`src/common/astro_macros.svh`:
```
// Widths, game codes and DIP bit positions for the cabinet logic
// Game codes match the byte loaded at download time; 0 selects no game
`ifndef ASTRO_MACROS_SVH
`define ASTRO_MACROS_SVH

// ==================================================
// Data widths
// ==================================================
// One audio channel word
`define AUDIO_W 16
// Mix sum, one bit wider to catch overflow
`define MIX_W 17
// Ranking lamps on the external latch
`define LAMP_N 8
`define LAMP_ADDR_W 3

// ==================================================
// Game code byte values
// ==================================================
`define GAME_EBASE 8'd1
`define GAME_SEAWOLF2 8'd2
`define GAME_SPACEZAP 8'd3
`define GAME_GORF 8'd4
`define GAME_WOW 8'd5
`define GAME_ROBBY 8'd6
`define GAME_GORF1 8'd7

// DIP byte fields
// Cabinet speaker mode, Gorf only
`define DIP_CAB_BIT 0
// Set keeps left/right in natural order
`define DIP_ORDER_BIT 1

// Lamp divider bit, one tick per 4 clocks
`define LAMP_TICK_BIT 1

`endif

```
`src/common/astro_pkg.sv`:
```
// Shared types for game flags, stereo audio and lamp latch commands
// Audio words are raw bits; signedness depends on the selected source
`include "astro_macros.svh"

package astro_pkg;

	// ==================================================
	// Game selection
	// ==================================================
	// One-hot game bits plus the derived audio mode bits
	typedef struct packed {
		logic ebase;
		logic seawolf2;
		logic spacezap;
		// Also set for Gorf program 1
		logic gorf;
		logic wow;
		logic robby;
		logic gorf1;
		// Two sound chips fitted
		logic stereo;
		// Samples only, no sound chip
		logic only_samples;
		// Samples mixed with the sound chip
		logic plus_samples;
	} game_flags_t;

	// ==================================================
	// Audio
	// ==================================================
	// Left and right words of one stereo sample
	typedef struct packed {
		logic [`AUDIO_W-1:0] left;
		logic [`AUDIO_W-1:0] right;
	} stereo_pcm_t;

	// ==================================================
	// Lamp latch
	// ==================================================
	// Addressable latch write, strobe active low
	typedef struct packed {
		logic [`LAMP_ADDR_W-1:0] addr;
		logic data;
		logic wr_n;
	} lamp_cmd_t;

endpackage

```
`src/hw/astro_cabinet_top.sv`:
```
// Cabinet-side top level on a single clock with no back-pressure
// Audio out is two clocks behind the audio inputs
`include "astro_macros.svh"

module astro_cabinet_top (
	input  logic                   i_clk_sys,
	input  logic                   i_reset,
	input  logic                   i_load,
	input  logic [7:0]             i_code,
	input  logic [7:0]             i_dip,
	input  astro_pkg::stereo_pcm_t i_chip,
	input  astro_pkg::stereo_pcm_t i_samp,
	input  logic                   i_speech,
	input  logic [`LAMP_N-1:0]     i_lamps,
	output astro_pkg::stereo_pcm_t o_audio,
	output logic                   o_audio_signed,
	output astro_pkg::lamp_cmd_t   o_lamp
);

	astro_pkg::game_flags_t flags;
	// Mixer and router results, aligned one clock after the inputs
	astro_pkg::stereo_pcm_t mix;
	astro_pkg::stereo_pcm_t cab;

	// ==================================================
	// Game selection
	// ==================================================
	game_config u_game_config (
		.i_clk_sys (i_clk_sys),
		.i_reset   (i_reset),
		.i_load    (i_load),
		.i_code    (i_code),
		.o_flags   (flags)
	);

	// ==================================================
	// Audio path
	// ==================================================
	audio_mixer u_audio_mixer (
		.i_clk_sys (i_clk_sys),
		.i_reset   (i_reset),
		.i_flags   (flags),
		.i_chip    (i_chip),
		.i_samp    (i_samp),
		.o_mix     (mix)
	);

	cabinet_router u_cabinet_router (
		.i_clk_sys (i_clk_sys),
		.i_reset   (i_reset),
		.i_chip    (i_chip),
		.i_samp    (i_samp),
		.i_speech  (i_speech),
		.o_cab     (cab)
	);

	output_select u_output_select (
		.i_clk_sys      (i_clk_sys),
		.i_reset        (i_reset),
		.i_flags        (flags),
		.i_dip          (i_dip),
		.i_chip         (i_chip),
		.i_samp         (i_samp),
		.i_mix          (mix),
		.i_cab          (cab),
		.o_audio        (o_audio),
		.o_audio_signed (o_audio_signed)
	);

	// Ranking lamps
	lamp_serializer u_lamp_serializer (
		.i_clk_sys (i_clk_sys),
		.i_reset   (i_reset),
		.i_flags   (flags),
		.i_lamps   (i_lamps),
		.o_lamp    (o_lamp)
	);

endmodule

```
`src/hw/audio/audio_mixer.sv`:
```
// Chip audio is unsigned, samples are signed; output is signed and clipped
// One clock of latency
`include "astro_macros.svh"

module audio_mixer (
	input  logic                   i_clk_sys,
	input  logic                   i_reset,
	input  astro_pkg::game_flags_t i_flags,
	input  astro_pkg::stereo_pcm_t i_chip,
	input  astro_pkg::stereo_pcm_t i_samp,
	output astro_pkg::stereo_pcm_t o_mix
);

	// Registered wide sums
	logic [`MIX_W-1:0] sum_l_q;
	logic [`MIX_W-1:0] sum_r_q;

	// Scale both sources and add them in one channel
	function automatic logic [`MIX_W-1:0] mix_sum(
		input logic [`AUDIO_W-1:0] chip,
		input logic [`AUDIO_W-1:0] samp,
		input logic                wow
	);
		logic [`MIX_W-1:0] chip_x;
		logic [`MIX_W-1:0] samp_x;
		// Wow effects are loud, so drop one more bit
		chip_x = wow ? {3'b000, chip[`AUDIO_W-1:2]} : {2'b00, chip[`AUDIO_W-1:1]};
		// Halve samples keeping the sign
		samp_x = {samp[`AUDIO_W-1], samp[`AUDIO_W-1], samp[`AUDIO_W-1:1]};
		return chip_x + samp_x;
	endfunction

	// Saturate when the top two sum bits disagree
	function automatic logic [`AUDIO_W-1:0] clip(input logic [`MIX_W-1:0] s);
		logic ovf;
		ovf = s[`MIX_W-1] ^ s[`MIX_W-2];
		// Negative overflow gives 8000, positive gives 7FFF
		return ovf ? {s[`MIX_W-1], {(`AUDIO_W-1){~s[`MIX_W-1]}}} : s[`AUDIO_W-1:0];
	endfunction

	// ==================================================
	// Sum register
	// ==================================================
	always_ff @(posedge i_clk_sys or posedge i_reset) begin
		if (i_reset) begin
			sum_l_q <= '0;
			sum_r_q <= '0;
		end else begin
			sum_l_q <= mix_sum(i_chip.left, i_samp.left, i_flags.wow);
			sum_r_q <= mix_sum(i_chip.right, i_samp.right, i_flags.wow);
		end
	end

	// Clip after the register
	assign o_mix.left  = clip(sum_l_q);
	assign o_mix.right = clip(sum_r_q);

endmodule

```
`src/hw/audio/cabinet_router.sv`:
```
// Dedicated-speaker feed for the Gorf cabinet
// One clock of latency; speech select follows the sound board output
`include "astro_macros.svh"

module cabinet_router (
	input  logic                   i_clk_sys,
	input  logic                   i_reset,
	input  astro_pkg::stereo_pcm_t i_chip,
	input  astro_pkg::stereo_pcm_t i_samp,
	input  logic                   i_speech,
	output astro_pkg::stereo_pcm_t o_cab
);

	// Next cabinet feed
	astro_pkg::stereo_pcm_t cab_d;

	// ==================================================
	// Speaker routing
	// ==================================================
	always_comb begin
		// Right speaker carries one sound chip only
		cab_d.right = {1'b0, i_chip.right[`AUDIO_W-1:1]};
		// Left speaker switches between speech and the other chip
		if (i_speech) begin
			cab_d.left = i_samp.left;
		end else begin
			cab_d.left = {1'b0, i_chip.left[`AUDIO_W-1:1]};
		end
	end

	// Output register
	always_ff @(posedge i_clk_sys or posedge i_reset) begin
		if (i_reset) begin
			o_cab <= '0;
		end else begin
			o_cab <= cab_d;
		end
	end

endmodule

```
`src/hw/audio/output_select.sv`:
```
// Final audio source select and channel order; outputs are registered
// Raw inputs are delayed here to line up with mixer and router
`include "astro_macros.svh"

module output_select (
	input  logic                   i_clk_sys,
	input  logic                   i_reset,
	input  astro_pkg::game_flags_t i_flags,
	input  logic [7:0]             i_dip,
	input  astro_pkg::stereo_pcm_t i_chip,
	input  astro_pkg::stereo_pcm_t i_samp,
	input  astro_pkg::stereo_pcm_t i_mix,
	input  astro_pkg::stereo_pcm_t i_cab,
	output astro_pkg::stereo_pcm_t o_audio,
	output logic                   o_audio_signed
);

	// Raw sources, one clock late
	astro_pkg::stereo_pcm_t chip_q;
	astro_pkg::stereo_pcm_t samp_q;
	// Chosen source and its ordered form
	astro_pkg::stereo_pcm_t pick;
	astro_pkg::stereo_pcm_t ordered;
	logic cab_mode;

	always_ff @(posedge i_clk_sys or posedge i_reset) begin
		if (i_reset) begin
			chip_q <= '0;
			samp_q <= '0;
		end else begin
			chip_q <= i_chip;
			samp_q <= i_samp;
		end
	end

	// Cabinet speakers only exist on Gorf
	assign cab_mode = i_flags.gorf & i_dip[`DIP_CAB_BIT];

	// ==================================================
	// Source priority
	// ==================================================
	always_comb begin
		if (cab_mode) begin
			pick = i_cab;
		end else if (i_flags.only_samples) begin
			pick = samp_q;
		end else if (i_flags.plus_samples) begin
			pick = i_mix;
		end else if (i_flags.stereo) begin
			pick = chip_q;
		end else begin
			// Mono board, one chip on both sides
			pick.left  = chip_q.left;
			pick.right = chip_q.left;
		end
		// Clear order bit swaps the speakers
		if (i_dip[`DIP_ORDER_BIT]) begin
			ordered = pick;
		end else begin
			ordered.left  = pick.right;
			ordered.right = pick.left;
		end
	end

	// Output register, signed flag on the same path
	always_ff @(posedge i_clk_sys or posedge i_reset) begin
		if (i_reset) begin
			o_audio        <= '0;
			o_audio_signed <= 1'b0;
		end else begin
			o_audio        <= ordered;
			o_audio_signed <= i_flags.only_samples | i_flags.plus_samples;
		end
	end

endmodule

```
`src/hw/game_config.sv`:
```
// Game flags are valid two clocks after the load edge
// Gorf program 1 sets both gorf and gorf1
`include "astro_macros.svh"

module game_config (
	input  logic                   i_clk_sys,
	input  logic                   i_reset,
	input  logic                   i_load,
	input  logic [7:0]             i_code,
	output astro_pkg::game_flags_t o_flags
);

	// Loaded game byte
	logic [7:0] code_q;
	// Decoded flags before the register
	astro_pkg::game_flags_t flags_d;

	// Code register, written on download
	always_ff @(posedge i_clk_sys or posedge i_reset) begin
		if (i_reset) begin
			code_q <= 8'd0;
		end else if (i_load) begin
			code_q <= i_code;
		end
	end

	// ==================================================
	// Decode
	// ==================================================
	always_comb begin
		flags_d.ebase    = (code_q == `GAME_EBASE);
		flags_d.seawolf2 = (code_q == `GAME_SEAWOLF2);
		flags_d.spacezap = (code_q == `GAME_SPACEZAP);
		flags_d.gorf1    = (code_q == `GAME_GORF1);
		// Program 1 is still Gorf hardware
		flags_d.gorf     = (code_q == `GAME_GORF) || flags_d.gorf1;
		flags_d.wow      = (code_q == `GAME_WOW);
		flags_d.robby    = (code_q == `GAME_ROBBY);
		// Derived audio modes
		flags_d.stereo       = flags_d.gorf | flags_d.wow | flags_d.robby;
		flags_d.only_samples = flags_d.seawolf2;
		flags_d.plus_samples = flags_d.gorf | flags_d.wow;
	end

	// Flag register, one clock behind the code
	always_ff @(posedge i_clk_sys or posedge i_reset) begin
		if (i_reset) begin
			o_flags <= '0;
		end else begin
			o_flags <= flags_d;
		end
	end

endmodule

```
`src/hw/lamp_serializer.sv`:
```
// Drives an external addressable latch, one changed lamp per write
// Active only for Gorf and Robby Roto; a lamp goes out every 8 clocks at most
`include "astro_macros.svh"

module lamp_serializer (
	input  logic                   i_clk_sys,
	input  logic                   i_reset,
	input  astro_pkg::game_flags_t i_flags,
	input  logic [`LAMP_N-1:0]     i_lamps,
	output astro_pkg::lamp_cmd_t   o_lamp
);

	// Free-running divider and its edge detector
	logic [1:0] div_q;
	logic tick_bit_q;
	logic tick;
	// Lamp states already written to the latch
	logic [`LAMP_N-1:0] sent_q;
	logic [`LAMP_N-1:0] diff;
	// Lowest changed lamp index
	logic [`LAMP_ADDR_W-1:0] sel;
	logic enable;

	assign enable = i_flags.gorf | i_flags.robby;
	assign tick   = div_q[`LAMP_TICK_BIT] & ~tick_bit_q;
	assign diff   = i_lamps ^ sent_q;

	// ==================================================
	// Tick generation
	// ==================================================
	always_ff @(posedge i_clk_sys or posedge i_reset) begin
		if (i_reset) begin
			div_q      <= 2'd0;
			tick_bit_q <= 1'b0;
		end else begin
			div_q      <= div_q + 2'd1;
			tick_bit_q <= div_q[`LAMP_TICK_BIT];
		end
	end

	// Priority pick, scanning down so the lowest index wins
	always_comb begin
		sel = '0;
		for (int i = `LAMP_N - 1; i >= 0; i--) begin
			if (diff[i]) begin
				sel = `LAMP_ADDR_W'(i);
			end
		end
	end

	// ==================================================
	// Latch write sequencing
	// ==================================================
	always_ff @(posedge i_clk_sys or posedge i_reset) begin
		if (i_reset) begin
			o_lamp.addr <= '0;
			o_lamp.data <= 1'b0;
			o_lamp.wr_n <= 1'b1;
			// All ones so lamps that start off get written
			sent_q      <= '1;
		end else if (enable && tick) begin
			if (!o_lamp.wr_n) begin
				// Close the write strobe
				o_lamp.wr_n <= 1'b1;
			end else if (diff != '0) begin
				o_lamp.addr  <= sel;
				o_lamp.data  <= i_lamps[sel];
				o_lamp.wr_n  <= 1'b0;
				sent_q[sel]  <= i_lamps[sel];
			end
		end
	end

endmodule

```
`config.mk`:
```
export PLATFORM = sky130hd
export DESIGN_NAME = astro_cabinet_top
export DESIGN_NICKNAME = d
export VERILOG_FILES = /design/src/common/astro_pkg.sv /design/src/hw/astro_cabinet_top.sv /design/src/hw/audio/audio_mixer.sv /design/src/hw/audio/cabinet_router.sv /design/src/hw/audio/output_select.sv /design/src/hw/game_config.sv /design/src/hw/lamp_serializer.sv
export VERILOG_INCLUDE_DIRS = /design/src /design/src/common
export SDC_FILE = /design/constraint.sdc
export NUM_CORES = 1
export LEC_CHECK = 0
export BUFFER_PORTS_ARGS = -buffer_cell sky130_fd_sc_hd__buf_2
export CAP_MARGIN = 20
export CORE_ASPECT_RATIO = 1.4
export CORE_MARGIN = 8
export CORE_UTILIZATION = 40
export CTS_CLUSTER_SIZE = 24
export DETAILED_ROUTE_END_ITERATION = 12
export PLACE_DENSITY = 0.66
export SYNTH_ARGS = -nofsm -noshare
export SYNTH_HDL_FRONTEND = slang
export SYNTH_HIERARCHICAL = 1
export SYNTH_SLANG_ARGS = --single-unit
export TNS_END_PERCENT = 100
```
`constraint.sdc`:
```
create_clock -name i_clk_sys -period 7 [get_ports i_clk_sys]
set_input_delay 1.4 -clock i_clk_sys [delete_from_list [all_inputs] [get_ports i_clk_sys]]
set_output_delay 1.4 -clock i_clk_sys [all_outputs]
set_load 0.05 [all_outputs]
```
# Yosys cells after proc, flatten, opt, wreduce, memory -nomap -nowiden
# Index checks and enable logic that the tools add are counted.
[totals]
word_cells = 76
out_inout_bits = 38
reg_bits = 192
in_bits = 92
[classes]
mux = 25
order_cmp = 2
addsub = 3
n_eq_ne = 5
reduce_logical = 5
n_bitwise = 12
[op_table]
columns = ["cell", "count"]
rows = [
  ["32-bit 2-to-1 mux", 4],
  ["16-bit 2-to-1 mux", 4],
  ["17-bit adder", 2],
  ["8-bit by 3-bit == test with 1-bit output, second input constant", 4],
  ["15-bit 2-to-1 mux", 2],
  ["3-bit 2-to-1 mux", 8],
  ["8-bit bitwise mux", 1],
  ["8-bit by 2-bit == test with 1-bit output, second input constant", 1],
  ["8-bit nonzero test", 1],
  ["8-bit bitwise XOR", 1],
  ["3-bit by 4-bit less-than comparator with 1-bit output, second input constant", 1],
  ["1-bit 2-to-1 mux", 4],
  ["1-bit bitwise OR", 4],
  ["1-bit binary-select mux with 3-bit select", 1],
  ["1-bit demux with 3-bit select", 1],
  ["3-bit by 1-bit >= comparator with 1-bit output, second input constant", 1],
  ["1-bit NOT", 3],
  ["3-bit AND reduction", 1],
  ["2-bit by 1-bit adder with 2-bit output, second input constant", 1],
  ["1-bit bitwise AND", 2],
  ["1-bit logical AND", 2],
  ["1-bit bitwise XOR", 2],
  ["1-bit logical OR", 1],
]

# Longest topological paths before layout
# Gate-level depths: netlist of the first run.
[logic_depth]
depth_word = 14
ltp_mapped = 10
depth_no_buf = 9

# Modules after synthesis
# Netlist of the first run, hierarchy kept.
[modules_own_cells]
columns = ["module", "cells_per_inst", "seq_area_each_um2", "n_inst", "area_each_um2"]
rows = [
  ["output_select", 326, 2427.3, 1, 4037.6],
  ["audio_mixer", 305, 850.8, 1, 2935.3],
  ["cabinet_router", 52, 775.7, 1, 1032.2],
  ["lamp_serializer", 93, 411.6, 1, 999.7],
  ["game_config", 43, 425.4, 1, 633.1],
]

# Worst setup path after synthesis of the first run
# No wires, ideal clock.
[synth_path]
path_kind = "input -> register"
startpoint = "in i_chip[18] (netlist name)"
endpoint = "reg u_audio_mixer.sum_l_q[16]"
t_arrival_ps = 3373
setup_ps = 126
stages = 9
n_path_buf = 0
slack_ps = 3500
required_time_ps = 6874
cell_sequence = "mux2_2 -> ha_1 -> fa_1 -> a21oi_1 -> o21ai_0 -> a21oi_1 -> o211a_1 -> nor4b_1 -> a311o_1"
[synth_between]
elab_chain_len = 2
[synth_lines]
columns = ["element", "line_no", "rtl"]
rows = [
  ["start, declared", "astro_cabinet_top.sv:11", "input astro_pkg::stereo_pcm_t i_chip,"],
  ["15-bit 2-to-1 mux", "audio_mixer.sv:27", "chip_x = wow ? {3'b000, chip[`AUDIO_W-1:2]} : {2'b00, chip[`AUDIO_W-1:1]};"],
  ["17-bit adder", "audio_mixer.sv:30", "return chip_x + samp_x;"],
  ["end signal, assigned", "audio_mixer.sv:49", "sum_l_q <= mix_sum(i_chip.left, i_samp.left, i_flags.wow);"],
  ["end, declared", "audio_mixer.sv:15", "logic [`MIX_W-1:0] sum_l_q;"],
]
# Every way passes these cells.
# A chain may end at the register's enable or synchronous reset.

# Worst setup path in the final report of the first run
# Ends and elaborated chain as after synthesis.

==> reports/qor.csv, run 1 <==
metric,value,unit
Reg2Reg Capture Point,u_audio_mixer/sum_l_q[16],
pin count of the biggest net entering global routing,83,
first-pass detailed-route iteration total,5,
min-delay src,u_lamp_serializer/div_q[1],
Synth Cell Area,9530,um^2
Initial DRC Count,303,
Critical Path Start Type,primary input,
Mapped Nets,941,
gpl congestion,0.931,
fin nets,1043,
All-Layer GR Usage,0.172,
design area,11000,um^2
Hold Crit Endpoint,u_lamp_serializer/tick_bit_q,
Die X,146,um
io pins,130,
maximum vdd drop,0.191,mV
WL final,24.6,mm
"Clk Latency, worst-skew pair",430,ps
first-pass GRT wire length,39.0,mm
Leakage,4.83,nW
fin. max-slew vios,0,
fmax,279,MHz
Die Footprint,29100,um^2
setup TNS,0,ps
synthesis-to-layout area growth,14.9,%
Final Critical Period,3590,ps
CP required,7320,ps
HP Class,reg -> reg,
crit path DAT,3910,ps
final worst-path cycle share,0.513,
Worst-Margin Slew,1140,ps
grt ovf,0,
Syn Area/Cell,11.8,um^2
final routed DRC violation total,0,
via count,6801,
Post-DP HPWL,18.0,mm
Hold WS,423,ps
Setup CP Type,in -> reg,
Max Clock Skew,8.53,ps
Via-to-Cell Ratio,5.49,
status,"complete, no violations",
Synth Instances,811,
CTS buffer count,17,
crit-path max FO,4,
Slew HR,0.237,
Worst R2R Start,u_game_config/o_flags[5],
area of the multi-input gates,4380,um^2
Routed WL per cell,19.9,um
die span in y,199,um
Synthesis Warnings,6,
clock tree sinks,192,
endpoint class of the critical path,flop,
CTS tree,yes,
Rows,67,
Routed Antenna Nets,0,
Max clock buf depth,2,
H-tree Lvls,4,
vias in the first global route,7191,
layout cells sized above 1,0.286,
"setup slack, reg-to-reg",3630,ps
post_cts resized,0,
IO buf count,123,
fillers,2191,
initial antenna violation count,1,
Root Driver,clkbuf_16,
placed instance area,10300,um^2
pwr dens,254,nW/um^2
final setup fails,0,
worst reg-to-reg path cell count,10,
max-cap violation count,0,
"CTS clk-pin slew, worst paths",70,ps
hold_buf cts,0,
post-CTS setup buffer count,0,
FF/Latch Area,4820,um^2
Core ar.,23700,um^2
WHS Path Cells,0,
Initial Utilization,0.402,
final hold vios,0,
RSZ-0062 raised after global routing,no,
-- state kept, by name, indices dropped and copies added (netlist names) --
register,flops
u_audio_mixer/sum_l_q,17
u_audio_mixer/sum_r_q,17
u_cabinet_router/o_cab,31
u_game_config/code_q,8
u_game_config/o_flags,6
u_lamp_serializer/div_q,2
u_lamp_serializer/o_lamp,5
u_lamp_serializer/sent_q,8
u_lamp_serializer/tick_bit_q,1
u_output_select/chip_q,32
u_output_select/o_audio,32
u_output_select/o_audio_signed,1
u_output_select/samp_q,32
-- worst max-delay path by stage --
stage                                endpoint  cells past startpoint  slack, ps       start
finish              u_audio_mixer/sum_l_q[16]                     10       3410  i_chip[18]
global route        u_audio_mixer/sum_l_q[16]                     10       3220  i_chip[18]
CTS                 u_audio_mixer/sum_l_q[16]                     10       3460  i_chip[18]
detailed placement  u_audio_mixer/sum_l_q[16]                     10       3010  i_chip[18]
global placement    u_audio_mixer/sum_l_q[16]                     10       3020  i_chip[18]
floorplan           u_output_select/chip_q[0]                      1       3070     i_reset
-- critical path, stage by stage --
cell	delay, ps
buf_2	120
mux2_2	270
ha_1	210
fa_1	410
a21oi_1	210
o21ai_0	130
a21oi_1	440
o211a_1	320
nor4b_1	70
a311o_1	310
-- layout by cell type (no fill, tap or decap), types with 3 or more instances in the layout --
master / count
clkbuf_16: 17
nand3_1: 4
nor3_1: 3
clkinvlp_4: 4
o2111a_1: 17
xnor2_1: 24
nor2b_1: 4
nand2_1: 39
o21ai_1: 4
clkinv_2: 5
o21ai_0: 44
xor2_1: 13
buf_2: 123
mux2_1: 3
a221oi_1: 3
dfstp_2: 9
a31oi_1: 5
o221ai_1: 17
dfrtp_1: 183
a21oi_1: 32
o21a_1: 3
nand3b_1: 33
nor4_1: 3
buf_4: 8
nor2_1: 23
o21bai_1: 4
and2_1: 4
bufinv_16: 3
mux2_4: 11
a21o_1: 38
nand4_1: 5
o22ai_1: 33
mux2_2: 59
nor3b_1: 4
inv_1: 16
nand2b_1: 24
mux2i_1: 17
ha_1: 36
-- power by group --
part           leakage, nW  internal (mW)  total (mW)  switching [mW]
Combinational         2.29          0.209       0.552           0.343
Clock                0.282          0.560       0.978           0.418
Sequential            2.26           1.21        1.25          0.0398
Total                 4.83           1.98        2.78           0.801
-- layer usage --
metal,track usage,part of all wire,wire length [um],vias to the layer above
met2,0.309,0.53,13100,163
li1,-,-,-,3157
met5,0,0.00065,16,-
met4,0.0830,0.037,902,2
met3,0.0305,0.040,997,61
met1,0.193,0.39,9670,3418
-- through the flow --
stage	setup slack [ps]	util	total power, mW	std cells
after CTS	3460	0.460	2.80	1235
after floorplan	3070	-	1.66	811
after global placement	3020	0.436	1.81	1203
after detailed placement	3010	0.436	1.82	1203
final	3410	0.462	2.78	1238
after global routing	3220	0.462	2.90	1236
-- area by class of cell --
type / instances / share of cell area
clock buffer: 18 / 0.0392
tap: 310 / 0.0354
timing repair buffer: 132 / 0.0642
inverter: 18 / 0.00639
antenna: 2 / 0.000457
multi-input combinational: 552 / 0.400
sequential: 192 / 0.440
clock inverter: 14 / 0.0148
No activity file was read; power rests on OpenSTA's default activity.
==> inputs of run 2 (changes only) <==
PLACE_DENSITY = 0.68   (was 0.66)
clock period = 3.3 ns   (was 7 ns; I/O delays follow)
==> run 2 against run 1 <==
Against the previous run: final cell count up 1.2%; worst setup slack worse by 3200 ps; worst hold slack got worse by 120 ps; critical path depth shrank 1; highest routed layer unchanged; first-iteration DRC count rose by 29%; combinational power increased by 120%; sequential power rose by 110%; sequential cell count unchanged; final area up 0.91%; largest cell class unchanged; register-to-register slack worse by 3400 ps; sequential share of layout area down 0.40 points.
==> reports/qor.csv, run 2 (synthesis results as in run 1) <==
metric,value,unit,change
status,"complete, no violations",,
max-cap violation count,0,,unchanged
fin nets,1060,,+1.6%
Final Critical Period,3060,ps,
Routed Antenna Nets,0,,unchanged
fin. max-slew vios,0,,unchanged
final worst setup slack,239,ps,-3170 ps
crit path DAT,3380,ps,-530 ps
metal2 WL,13.7,mm,+5.1%
design area,11100,um^2,+0.91%
Initial Utilization,0.402,,unchanged
Die Footprint,29100,um^2,unchanged
Worst-Margin Slew,896,ps,-248 ps
"Clk Latency, worst-skew pair",440,ps,about the same
die span in y,199,um,unchanged
Slew HR,0.403,,+0.166
H-tree Lvls,4,,unchanged
Via-to-Cell Ratio,5.48,,-0.17%
Routed WL per cell,20.4,um,+2.6%
placed insts,1221,,+1.5%
Leakage,4.91,nW,+1.7%
Critical Path Start Type,flop,,
Post-DP HPWL,19.0,mm,+5.6%
first-pass detailed-route iteration total,5,,unchanged
fmax,327,MHz,
Rows,67,,unchanged
endpoint class of the critical path,flop,,
placed instance area,10500,um^2,+1.3%
biggest regs,"u_output_select/chip_q: 32 flops, u_output_select/o_audio: 32 flops, u_output_select/samp_q: 32 flops",,
Die X,146,um,unchanged
initial antenna violation count,1,,unchanged
CTS tree,yes,,
layout cells sized above 1,0.297,,+0.0107
final hold vios,0,,unchanged
fillers,2189,,-0.091%
grt ovf,0,,unchanged
IO buf count,123,,unchanged
io pins,130,,unchanged
WL final,25.6,mm,+3.8%
clock tree sinks,192,,unchanged
HP Class,in -> async,,
Max Clock Skew,8.32,ps,-0.212 ps
met1 WL,10.1,mm,+4.9%
CTS buffer count,17,,unchanged
hold_buf cts,0,,unchanged
Core ar.,23700,um^2,unchanged
Hold WS,307,ps,-116 ps
FF/Latch Area,4820,um^2,unchanged
total power,5.91,mW,+110%
maximum vdd drop,0.374,mV,+95%
via count,6872,,+1.0%
final worst-path cycle share,0.928,,
CP required,3620,ps,-3700 ps
Top Metal Used,met5,,
Initial DRC Count,391,,+29%
"commonest non-fill, non-tap cell in the layout",dfrtp_1,,
most frequent cells in the layout,"183 x dfrtp_1, 123 x buf_2, 59 x mux2_2",,
post-layout util,0.466,,+0.00422
post_cts resized,0,,unchanged
vias in the first global route,7244,,+0.74%
pin count of the biggest net entering global routing,55,,-34%
met3 WL,1.12,mm,+13%
setup TNS,0,ps,unchanged
Non-Filler Instances,1253,,+1.2%
final routed DRC violation total,0,,unchanged
first-pass GRT wire length,39.9,mm,+2.2%
final setup fails,0,,unchanged
Max clock buf depth,2,,unchanged
gpl congestion,0.912,,-2.1%
All-Layer GR Usage,0.177,,+0.00546
pwr dens,534,nW/um^2,+110%
Root Driver,clkbuf_16,,
pre-CTS WS,207,ps,-2800 ps
RSZ-0062 raised after global routing,no,,
Setup CP Type,reg -> reg,,
synthesis-to-layout area growth,16.0,%,
area of the multi-input gates,4380,um^2,unchanged
post-CTS setup buffer count,0,,unchanged
ant diodes,0,,-2
"CTS clk-pin slew, worst paths",70,ps,about the same
crit-path max FO,10,,+6
run 2: cell count changes in the layout (fill, tap and decap cells not counted), sizes merged:
cell      previous run  this run
clkbuf              18        23
clkinv               6         4
buf                132       149
diode                2         0
clkinvlp             4         2
bufinv               3         2
run 2: path summary, 6_finish.rpt:
| kind | start | endpoint | slack [ps] | cells past startpoint |
|---|---|---|---|---|
| setup / recovery | u_game_config/o_flags[5] | u_audio_mixer/sum_r_q[16] | 240 | 9 |
| hold / removal | i_reset | u_game_config/o_flags[1] | 310 | 2 |
| setup reg to reg | u_game_config/o_flags[5] | u_audio_mixer/sum_r_q[16] | 240 | 9 |
| hold reg to reg | u_lamp_serializer/div_q[1] | u_lamp_serializer/tick_bit_q | 420 | 0 |
| max in group asynchronous | i_reset | u_output_select/o_audio[31] | 2120 | 3 |
| min in group i_clk_sys | i_samp[0] | u_output_select/samp_q[0] | 330 | 1 |
run 2: final cells by class:
class                      instances  area share
multi-input combinational        552       0.396
sequential                       192       0.436
clock inverter                     9     0.00973
tap                              310      0.0351
timing repair buffer             149      0.0737
inverter                          18     0.00634
clock buffer                      23      0.0432
run 2: critical path, stage by stage (launching register included):
cell      delay, ps
dfrtp_1         520
buf_4           230
buf_4           220
mux2_2          360
ha_1            360
a21oi_1         160
o21ai_0         130
a221oi_1        400
o21ai_1         180
a311o_1         380
run 2: report_power, final:
part	internal [mW]	total [mW]	switching [mW]
Combinational	0.459	1.20	0.744
Clock	1.18	2.05	0.878
Sequential	2.57	2.65	0.0833
run 2: layer usage:
layer,vias up,GRT usage
li1,3200,-
met1,3444,0.196
met2,187,0.330
met3,39,0.0366
met4,2,0.0624
met5,-,0
==> inputs of run 3 (changes only) <==
CORE_UTILIZATION = 35   (was 40)
PLACE_DENSITY = 0.62   (was 0.68)
==> run 3 against run 2 <==
Against the previous run: via count shrank 1.4%; worst hold slack got worse by 98 ps; sequential cell count is the same; non-clock buffer count decreased by 8; register-to-register slack improved by 80 ps; die area rose by 13%; worst setup slack better by 83 ps; final cell count is 3.9% higher; critical path depth increased by 1; clock skew up 3.5 ps; critical endpoint unchanged; clock power is 3% lower.
==> reports/qor.csv, run 3 (synthesis results as in run 1) <==
metric,value,unit,change
final hold vios,0,,unchanged
Post-DP HPWL,19.1,mm,+0.45%
layout cells sized above 1,0.293,,-0.00388
Initial DRC Count,309,,-21%
final setup fails,0,,unchanged
Leakage,4.86,nW,-1.0%
Setup CP Type,reg -> reg,,
P_sw,1.74,mW,+1.8%
Max clock buf depth,2,,unchanged
Die Footprint,32900,um^2,+13%
Sequential Power Share,0.455,,+0.006
Initial Utilization,0.355,,-0.0465
Rows,71,,+6.0%
pwr dens,525,nW/um^2,-1.7%
clock tree sinks,192,,unchanged
"commonest non-fill, non-tap cell in the layout",dfrtp_1,,
HP Class,in -> async,,
Via-to-Cell Ratio,5.21,,-5.1%
grt ovf,0,,unchanged
fin. max-slew vios,0,,unchanged
crit-path max FO,15,,+5
Root Driver,clkbuf_16,,
Core ar.,26800,um^2,+13%
endpoint class of the critical path,flop,,
Comb power frac,0.203,,about the same
CP required,3620,ps,about the same
total power,5.81,mW,-1.7%
pin count of the biggest net entering global routing,40,,-27%
maximum vdd drop,0.296,mV,-21%
post-CTS setup buffer count,0,,unchanged
H-tree Lvls,4,,unchanged
Reg2Reg Capture Point,u_audio_mixer/sum_r_q[16],,
"setup slack, reg-to-reg",320,ps,+80 ps
Power Internal,4.07,mW,-3.2%
Die X,155,um,+6.2%
Max Clock Skew,11.8,ps,+3.51 ps
fin nets,1052,,-0.75%
Routed WL per cell,19.2,um,-5.8%
initial antenna violation count,5,,+4
synthesis-to-layout area growth,15.9,%,about the same
io pins,130,,unchanged
Worst R2R Start,u_game_config/o_flags[5],,
Slew HR,0.344,,-0.0591
Routed Antenna Nets,0,,unchanged
Worst-Margin Slew,984,ps,+87.6 ps
final worst-path cycle share,0.902,,-0.0253
"CTS clk-pin slew, worst paths",80,ps,about the same
CTS tree,yes,,
Final Critical Period,2980,ps,-83.4 ps
most frequent cells in the layout,"183 x dfrtp_1, 123 x buf_2, 59 x mux2_2",,
"Clk Latency, worst-skew pair",430,ps,about the same
vias in the first global route,7324,,+1.1%
first-pass GRT wire length,39.8,mm,-0.24%
RSZ-0062 raised after global routing,no,,
setup TNS,0,ps,unchanged
CTS buffer count,17,,unchanged
post_cts resized,0,,unchanged
Clk pwr share,0.341,,-0.007
die span in y,211,um,+6.3%
WL final,25.0,mm,-2.1%
switching share of power,0.299,,+0.0104
biggest regs,"u_output_select/chip_q: 32 flops, u_output_select/o_audio: 32 flops, u_output_select/samp_q: 32 flops",,
fillers,2639,,+21%
IO buf count,123,,unchanged
worst reg-to-reg path cell count,10,,+1
Critical Path Start Type,flop,,
fmax,336,MHz,+2.8%
gpl congestion,0.872,,-4.3%
via count,6777,,-1.4%
hold_buf cts,0,,unchanged
All-Layer GR Usage,0.156,,-0.0212
final routed DRC violation total,0,,unchanged
first-pass detailed-route iteration total,4,,-1
crit path DAT,3300,ps,-80 ps
max-cap violation count,0,,unchanged
status,"complete, no violations",,
run 3: layout make-up:
class / instances / area [um^2] / area share
Clock inverter: 14 / 131 / 0.0119
Multi-Input combinational cell: 552 / 4380 / 0.396
Tap cell: 365 / 457 / 0.0413
Clock buffer: 18 / 429 / 0.0388
Timing Repair Buffer: 141 / 763 / 0.0690
Sequential cell: 192 / 4820 / 0.436
Antenna cell: 2 / 5.00 / 0.000453
Inverter: 18 / 70.1 / 0.00634
run 3: metrics by stage:
stage               utilization  instances  setup slack, ps  hold slack (ps)  cell area (um^2)
floorplan                     -        811              106              384              9530
global placement          0.391       1268              228              397             10500
detailed placement        0.391       1268              225              407             10500
CTS                       0.412       1300              297              198             11000
global route              0.412       1302              179              217             11100
finish                    0.412       1302              322              209             11100
run 3: per-layer routing:
| metal | up-vias | wire [um] | global-route usage |
|---|---|---|---|
| met5 | - | 22 | 0 |
| met3 | 47 | 1030 | 0.0268 |
| met4 | 4 | 835 | 0.0779 |
| met2 | 143 | 13400 | 0.284 |
| li1 | 3180 | - | - |
| met1 | 3403 | 9740 | 0.171 |
run 3: worst max path at each step:
stage / cells after the start / from / to / slack (ps)
6_report: 10 / u_game_config/o_flags[5] / u_audio_mixer/sum_r_q[16] / 320
5_1_grt: 10 / u_game_config/o_flags[5] / u_audio_mixer/sum_r_q[16] / 180
4_1_cts: 10 / u_game_config/o_flags[5] / u_audio_mixer/sum_r_q[16] / 300
3_5_place_dp: 10 / i_chip[17] / u_audio_mixer/sum_l_q[16] / 220
3_3_place_gp: 10 / i_chip[18] / u_audio_mixer/sum_l_q[16] / 230
2_1_floorplan: 1 / i_reset / u_output_select/chip_q[0] / 110
run 3: critical path: stages (launching register included):
cell,delay [ps]
dfrtp_1,460
buf_4,290
mux2_2,360
ha_1,220
fa_1,440
a21oi_2,190
o21ai_2,100
a21oi_2,200
or3_4,160
o21ai_1,80
a311o_1,370
run 3: power groups by stage:
stage | Clock [mW] | Combinational (mW) | Sequential [mW]
finish | 1.98 | 1.18 | 2.64
global route | 2.11 | 1.29 | 2.67
CTS | 2.02 | 1.19 | 2.65
detailed placement | 0 | 1.18 | 2.69
global placement | 0 | 1.17 | 2.69
floorplan | 0 | 0.668 | 2.85
